## src/source/spi_defines.svh

```systemverilog
// SPI master sizing macros for word width, FIFO depth and SCLK divider
`ifndef SPI_DEFINES_SVH
`define SPI_DEFINES_SVH

// Bits per SPI word
`define SPI_DATA_WIDTH 8

// Entries in each of the TX and RX FIFOs
`define SPI_FIFO_DEPTH 16

// Occupancy count width, wide enough to hold SPI_FIFO_DEPTH itself
`define SPI_CNT_W 5

// clk cycles per SCLK half period
`define SPI_CLK_DIV 2

`endif

```

## src/source/spi_pkg.sv

```systemverilog
// SPI master shared types for engine state, FIFO status and SPI pins
`default_nettype none
`include "spi_defines.svh"

package spi_pkg;

    // Shift engine states
    typedef enum logic [2:0] {
        idle     = 3'd0,
        load     = 3'd1,
        shift_lo = 3'd2,
        shift_hi = 3'd3,
        finish   = 3'd4
    } spi_state_e;

    // Occupancy flags of one FIFO
    typedef struct packed {
        logic                  full;
        logic                  empty;
        logic [`SPI_CNT_W-1:0] count;
    } spi_fifo_status_t;

    // Master-driven SPI lines
    typedef struct packed {
        logic sclk;
        logic cs_n;
        logic mosi;
    } spi_pins_t;

endpackage

`default_nettype wire

```

## src/source/spi_sync_fifo.sv

```systemverilog
// Synchronous circular-buffer FIFO with occupancy count, full and empty flags
`timescale 1ns/1ps
`default_nettype none
`include "spi_defines.svh"

module spi_sync_fifo #(
    parameter int DEPTH = `SPI_FIFO_DEPTH,
    parameter int WIDTH = `SPI_DATA_WIDTH
) (
    input  logic                      clk,
    input  logic                      rst_n,
    input  logic                      push,
    input  logic [WIDTH-1:0]          push_data,
    input  logic                      pop,
    output logic [WIDTH-1:0]          pop_data,
    output spi_pkg::spi_fifo_status_t status
);

    // Depth is a power of two, so pointers wrap on overflow
    localparam int PTR_W = $clog2(DEPTH);

    logic [WIDTH-1:0]      mem [DEPTH];
    logic [PTR_W-1:0]      wr_ptr;
    logic [PTR_W-1:0]      rd_ptr;
    logic [`SPI_CNT_W-1:0] count;
    logic                  full;
    logic                  empty;
    logic                  do_push;
    logic                  do_pop;

    assign full  = (count == `SPI_CNT_W'(DEPTH));
    assign empty = (count == '0);

    // Push into a full FIFO or pop from an empty one is dropped
    assign do_push = push && !full;
    assign do_pop  = pop && !empty;

    always_ff @(posedge clk or negedge rst_n) begin
        if (!rst_n) begin
            wr_ptr <= '0;
            rd_ptr <= '0;
            count  <= '0;
        end else begin
            if (do_push) begin
                wr_ptr <= wr_ptr + PTR_W'(1);
            end
            if (do_pop) begin
                rd_ptr <= rd_ptr + PTR_W'(1);
            end
            // Simultaneous push and pop leaves the count alone
            case ({do_push, do_pop})
                2'b10:   count <= count + `SPI_CNT_W'(1);
                2'b01:   count <= count - `SPI_CNT_W'(1);
                default: count <= count;
            endcase
        end
    end

    always_ff @(posedge clk) begin
        if (do_push) begin
            mem[wr_ptr] <= push_data;
        end
    end

    // Head entry, read without a clock
    assign pop_data = mem[rd_ptr];

    assign status = '{full: full, empty: empty, count: count};

    // Occupancy bounded by the buffer size across any push/pop sequence
    a_count_bound : assert property (
        @(posedge clk) disable iff (!rst_n)
        count <= `SPI_CNT_W'(DEPTH)
    );

endmodule

`default_nettype wire

```

## src/source/spi_shift_engine.sv

```systemverilog
// SPI mode 0 shift engine, MSB first, driving sclk, cs_n and mosi between two FIFOs
`timescale 1ns/1ps
`default_nettype none
`include "spi_defines.svh"

module spi_shift_engine (
    input  logic                        clk,
    input  logic                        rst_n,
    input  spi_pkg::spi_fifo_status_t   tx_status,
    output logic                        tx_pop,
    input  logic [`SPI_DATA_WIDTH-1:0]  tx_pop_data,
    input  spi_pkg::spi_fifo_status_t   rx_status,
    output logic                        rx_push,
    output logic [`SPI_DATA_WIDTH-1:0]  rx_push_data,
    output spi_pkg::spi_pins_t          pins,
    input  logic                        miso
);

    localparam int DIV_W = (`SPI_CLK_DIV > 1) ? $clog2(`SPI_CLK_DIV) : 1;
    localparam int BIT_W = $clog2(`SPI_DATA_WIDTH);

    spi_pkg::spi_state_e          state;
    spi_pkg::spi_state_e          state_nxt;
    logic [DIV_W-1:0]             div_cnt;
    logic [BIT_W-1:0]             bit_cnt;
    logic [`SPI_DATA_WIDTH-1:0]   tx_shift;
    logic [`SPI_DATA_WIDTH-1:0]   rx_shift;
    logic                         sclk_q;
    logic                         cs_n_q;
    logic                         div_last;
    logic                         bit_last;
    logic                         can_start;

    assign div_last  = (div_cnt == DIV_W'(`SPI_CLK_DIV - 1));
    assign bit_last  = (bit_cnt == BIT_W'(`SPI_DATA_WIDTH - 1));
    assign can_start = !tx_status.empty && !rx_status.full;

    // Next state and FIFO strobes
    always_comb begin
        state_nxt = state;
        tx_pop    = 1'b0;
        rx_push   = 1'b0;
        case (state)
            spi_pkg::idle: begin
                if (can_start) begin
                    tx_pop    = 1'b1;
                    state_nxt = spi_pkg::load;
                end
            end
            spi_pkg::load: begin
                state_nxt = spi_pkg::shift_lo;
            end
            spi_pkg::shift_lo: begin
                if (div_last) begin
                    state_nxt = spi_pkg::shift_hi;
                end
            end
            spi_pkg::shift_hi: begin
                if (div_last) begin
                    state_nxt = bit_last ? spi_pkg::finish : spi_pkg::shift_lo;
                end
            end
            spi_pkg::finish: begin
                // Wait here while the RX FIFO has no room
                if (!rx_status.full) begin
                    rx_push = 1'b1;
                    if (!tx_status.empty) begin
                        tx_pop    = 1'b1;
                        state_nxt = spi_pkg::load;
                    end else begin
                        state_nxt = spi_pkg::idle;
                    end
                end
            end
            default: state_nxt = spi_pkg::idle;
        endcase
    end

    always_ff @(posedge clk or negedge rst_n) begin
        if (!rst_n) begin
            state    <= spi_pkg::idle;
            div_cnt  <= '0;
            bit_cnt  <= '0;
            tx_shift <= '0;
            sclk_q   <= 1'b0;
            cs_n_q   <= 1'b1;
        end else begin
            state <= state_nxt;
            if (tx_pop) begin
                tx_shift <= tx_pop_data;
            end
            case (state)
                spi_pkg::load: begin
                    div_cnt <= '0;
                    bit_cnt <= '0;
                end
                spi_pkg::shift_lo: begin
                    div_cnt <= div_last ? '0 : div_cnt + DIV_W'(1);
                    if (div_last) begin
                        sclk_q <= 1'b1;
                    end
                end
                spi_pkg::shift_hi: begin
                    div_cnt <= div_last ? '0 : div_cnt + DIV_W'(1);
                    if (div_last) begin
                        sclk_q <= 1'b0;
                        // Next bit onto mosi at the start of the low half
                        if (!bit_last) begin
                            bit_cnt  <= bit_cnt + BIT_W'(1);
                            tx_shift <= {tx_shift[`SPI_DATA_WIDTH-2:0], 1'b0};
                        end
                    end
                end
                default: ;
            endcase
            // Select falls on entry to load and rises whenever the engine parks
            if (state_nxt == spi_pkg::load) begin
                cs_n_q <= 1'b0;
            end else if (state_nxt == spi_pkg::idle ||
                         (state == spi_pkg::finish && rx_status.full)) begin
                cs_n_q <= 1'b1;
            end
        end
    end

    // miso captured on the rising sclk
    always_ff @(posedge clk) begin
        if (state == spi_pkg::shift_lo && div_last) begin
            rx_shift <= {rx_shift[`SPI_DATA_WIDTH-2:0], miso};
        end
    end

    assign rx_push_data = rx_shift;

    assign pins = '{sclk: sclk_q, cs_n: cs_n_q, mosi: tx_shift[`SPI_DATA_WIDTH-1]};

    // No byte is pushed into a full RX FIFO
    a_no_push_full : assert property (
        @(posedge clk) disable iff (!rst_n)
        rx_push |-> !rx_status.full
    );

    // Mode 0 idle level while deselected
    a_sclk_idle : assert property (
        @(posedge clk) disable iff (!rst_n)
        pins.cs_n |-> !pins.sclk
    );

endmodule

`default_nettype wire

```

## src/source/spi_master_fifo.sv

```systemverilog
// SPI master top level joining the TX FIFO, the shift engine and the RX FIFO
`timescale 1ns/1ps
`default_nettype none
`include "spi_defines.svh"

module spi_master_fifo (
    input  logic                        clk,
    input  logic                        rst_n,

    // Host side
    input  logic [`SPI_DATA_WIDTH-1:0]  tx_data,
    input  logic                        tx_write,
    output logic                        tx_full,
    output logic [`SPI_DATA_WIDTH-1:0]  rx_data,
    output logic                        rx_valid,
    input  logic                        rx_read,
    output logic                        rx_empty,

    // SPI side
    output logic                        sclk,
    output logic                        cs_n,
    output logic                        mosi,
    input  logic                        miso
);

    spi_pkg::spi_fifo_status_t    tx_status;
    spi_pkg::spi_fifo_status_t    rx_status;
    spi_pkg::spi_pins_t           pins;
    logic                         tx_pop;
    logic [`SPI_DATA_WIDTH-1:0]   tx_pop_data;
    logic                         rx_push;
    logic [`SPI_DATA_WIDTH-1:0]   rx_push_data;

    spi_sync_fifo #(
        .DEPTH (`SPI_FIFO_DEPTH),
        .WIDTH (`SPI_DATA_WIDTH)
    ) u_tx_fifo (
        .clk       (clk),
        .rst_n     (rst_n),
        .push      (tx_write),
        .push_data (tx_data),
        .pop       (tx_pop),
        .pop_data  (tx_pop_data),
        .status    (tx_status)
    );

    spi_shift_engine u_engine (
        .clk          (clk),
        .rst_n        (rst_n),
        .tx_status    (tx_status),
        .tx_pop       (tx_pop),
        .tx_pop_data  (tx_pop_data),
        .rx_status    (rx_status),
        .rx_push      (rx_push),
        .rx_push_data (rx_push_data),
        .pins         (pins),
        .miso         (miso)
    );

    spi_sync_fifo #(
        .DEPTH (`SPI_FIFO_DEPTH),
        .WIDTH (`SPI_DATA_WIDTH)
    ) u_rx_fifo (
        .clk       (clk),
        .rst_n     (rst_n),
        .push      (rx_push),
        .push_data (rx_push_data),
        .pop       (rx_read),
        .pop_data  (rx_data),
        .status    (rx_status)
    );

    assign tx_full  = tx_status.full;
    assign rx_empty = rx_status.empty;
    assign rx_valid = !rx_status.empty;

    assign sclk = pins.sclk;
    assign cs_n = pins.cs_n;
    assign mosi = pins.mosi;

endmodule

`default_nettype wire

```

## config.mk

```make
export PLATFORM = sky130hd
export DESIGN_NAME = spi_master_fifo
export DESIGN_NICKNAME = d
export VERILOG_FILES = /design/src/source/spi_pkg.sv /design/src/source/spi_sync_fifo.sv /design/src/source/spi_shift_engine.sv /design/src/source/spi_master_fifo.sv
export VERILOG_INCLUDE_DIRS = /design/src /design/src/source
export SDC_FILE = /design/constraint.sdc
export NUM_CORES = 1
export LEC_CHECK = 0
export ABC_AREA = 1
export ABC_CLOCK_PERIOD_IN_PS = 6300
export BUFFER_PORTS_ARGS = -buffer_cell sky130_fd_sc_hd__buf_2
export CAP_MARGIN = 20
export CORE_ASPECT_RATIO = 1.75
export CORE_MARGIN = 5
export CORE_UTILIZATION = 40
export CTS_CLUSTER_DIAMETER = 30
export CTS_CLUSTER_SIZE = 30
export DETAILED_ROUTE_END_ITERATION = 8
export SLEW_MARGIN = 20
export SYNTH_ARGS = -nofsm -noshare
export SYNTH_HDL_FRONTEND = slang
export SYNTH_SLANG_ARGS = --single-unit
export TNS_END_PERCENT = 1
```

## constraint.sdc

```tcl
create_clock -name clk -period 6.3 [get_ports clk]
set_clock_uncertainty 0.15 [all_clocks]
set_input_delay 0.63 -clock clk [delete_from_list [all_inputs] [get_ports clk]]
set_output_delay 0.63 -clock clk [all_outputs]
set_load 0.02 [all_outputs]
```

==> results.toml <==
[clock_tree]
cts_setup_buffers = 0
clk_pin_slew_ns = 0.05
htree_num_levels = 2
clkSinkCount = 307
cts_tree = "yes"
cts_buffers = 43
cts-root-buf = "clkbuf_16"
clock_latency_ns = 0.53
post_cts_resized = 0
cts_buffer_depth = 3
cts.hold.buffers_added = 0

[timing]
hold_viol = 0
drv_slew = 0
finalCritPeriodShare_pct = 59.84
rsz0062_at_grt = "no"
min_period_ns = 3.770
setup_viol = 0
tns_ns = 0
tightest_slew_ns = 1.184
max_freq_ghz = 0.2653
slew_headroom_pct = 20.79

[layout]
syn2layout_area_growth_pct = 14.38
final_cell_mix = "edfxtp_1, nand2_1, nor2_1, inv_1, nand3_1"
drive_above_1_share_pct = 9.675
post-route-util_pct = 45.95
fin_nets = 1261
final_area_um2 = 15080
n_antenna_cell = 0
layout_commonest_cell = "edfxtp_1"

[worst_setup_path]
crit_fanout = 67
critical_path_class = "flip-flop to output port"
crit_path_start_kind = "flip-flop"
reg2reg_to = "u_engine.tx_shift[1]"
crit_arrival_ns = 2.99
cp.required_ns = 5.52
ff2ff_path_depth = 9
endpoint_kind = "output port"
r2r_start = "u_tx_fifo.rd_ptr[0]"
regToRegSetupSlack_ns = 3.16

[synthesis]
ys_seq_elements = 307
synthDistinctLibCells = 31
yosysSeqAreaShare_pct = 68.31
async_reset_ff_share_pct = 14.01
synth_ff_type = "edfxtp_1"
synth_cells = 1200
syn_area_um2 = 13180
yosys_warnings = 0
syn-num-nets = 1234
synth_edf_count = 264
avgSynthCellArea_um2 = 10.99

[outcome]
outcome = "complete, no violations"

[power_and_ir_drop]
ir_drop_mv = 0.2438
powerDensity_nw_per_um2 = 480.6
finalPower_mw = 7.247
power.leakage_nw = 5.925

[global_route]
grt_pass1_wl_um = 47270
grt-ovfl-total = 0
antenna_found_initial = 0
grt_max_degree = 69
gr-usage-all-layers_pct = 16.52
grt_pass1_vias = 8400

[detailed_routing]
vias = 8247
first_pass_iters = 5
wirelength_um = 29930
drc_errors = 0
drtAntennaViolNets = 0
initialDrtViolationCount = 522
viasPerCell = 4.950
avgRoutedWirePerCell_um = 17.97

[die]
dieHeight_um = 250.2
std_cell_rows = 88
io_pins = 27
start_util_pct = 40.18
die_x_um = 147.2
core_um2 = 32810
die_area_um2 = 36830

[min_path]
min_from = "miso"
hold_path.class = "input port to flip-flop"
whs_path_depth = 1
hold_end = "u_engine.rx_push_data[0]"

[placement]
dp_hpwl_um = 19960
placed_area_um2 = 13590
gp_congestion = 0.8216
port_buffers = 26

[job]
cap_violations = 0
## layer usage
layer  vias to the layer above  part of all wire [%]  track usage, %
met3                        72                   3.2           2.769
met5                         -                     0               0
li1                       4097                     -               -
met1                      3925                    34           16.34
met4                         0                   3.8           6.852
met2                       153                    59           33.15
## power by group
group / total (mW) / internal, mW / switching, mW
logic: 2.04 / 0.643 / 1.40
registers: 2.80 / 2.53 / 0.267
clock network: 2.41 / 1.51 / 0.901
## layout make-up
cell class	instances	area, µm²
timing repair buffer	32	180.2
inverter	133	500.5
sequential	307	9009
multi-input combinational	710	3415
clock inverter	27	305.3
fill	2986	17730
clock buffer	52	1162
tap	405	506.7
## Yosys cell counts, drive strengths merged, types with 3 or more instances
master / count / share of area (%)
xor2: 16 / 1.1
inv: 130 / 3.7
nand3: 102 / 3.9
clkbuf: 16 / 0.46
nor2: 168 / 5.0
xnor2: 4 / 0.27
o211ai: 34 / 1.9
buf: 34 / 1.6
ha: 20 / 1.9
nand4: 3 / 0.14
clkinv: 3 / 0.085
a21oi: 18 / 0.68
o21ai: 92 / 3.5
dfrtp: 42 / 8.0
nand2: 244 / 6.9
edfxtp: 264 / 60
## flip-flops by register name (all words and copies together) (netlist names), 4 cells and up
register / count
u_tx_fifo.rd_ptr: 4
u_rx_fifo.rd_ptr: 4
u_engine.tx_shift: 8
u_rx_fifo.mem: 128
u_rx_fifo.count: 5
u_rx_fifo.wr_ptr: 4
u_engine.rx_push_data: 8
u_tx_fifo.wr_ptr: 4
u_tx_fifo.count: 5
u_tx_fifo.mem: 128
## cells by family after synthesis
| group | synth area share (%) |
|---|---|
| compound gates | 6.388 |
| buf+inv | 5.809 |
| flops | 68.31 |
| xor+xnor | 1.329 |
| fa+ha+maj | 2.050 |
| simple gates | 16.12 |
## critical path: stages, from the launching register on
cell and delay [ns]:
dfrtp_2 0.34, buf_4 0.49, inv_2 0.41, buf_4 0.38, nor2_1 0.14, nor2_1 0.04, o21ai_0 0.11, o211ai_1 0.14
nand3_1 0.15, nand2_1 0.06, buf_2 0.16
## per-stage QoR
step	setup WS, ns	instances	hold WS, ns
final	2.530	1666	0.1363
after global routing	2.229	1666	0.1203
after floorplan	3.550	1200	0.1844
after detailed placement	3.057	1586	0.3314
after global placement	3.049	1586	0.3218
after CTS	2.466	1665	0.1088
## worst max-delay path by stage
| stage | to | cells after the start | from | slack, ns |
|---|---|---|---|---|
| after CTS | rx_data[5] | 10 | u_rx_fifo.rd_ptr[0] | 2.47 |
| after global routing | rx_data[1] | 10 | u_rx_fifo.rd_ptr[0] | 2.23 |
| after floorplan | u_rx_fifo.count[4] | 14 | u_rx_fifo.count[1] | 3.55 |
| final | rx_data[5] | 10 | u_rx_fifo.rd_ptr[0] | 2.53 |
| after global placement | rx_data[5] | 10 | u_rx_fifo.rd_ptr[0] | 3.05 |
| after detailed placement | rx_data[5] | 10 | u_rx_fifo.rd_ptr[0] | 3.06 |
Power figures use the tool's default switching activity.
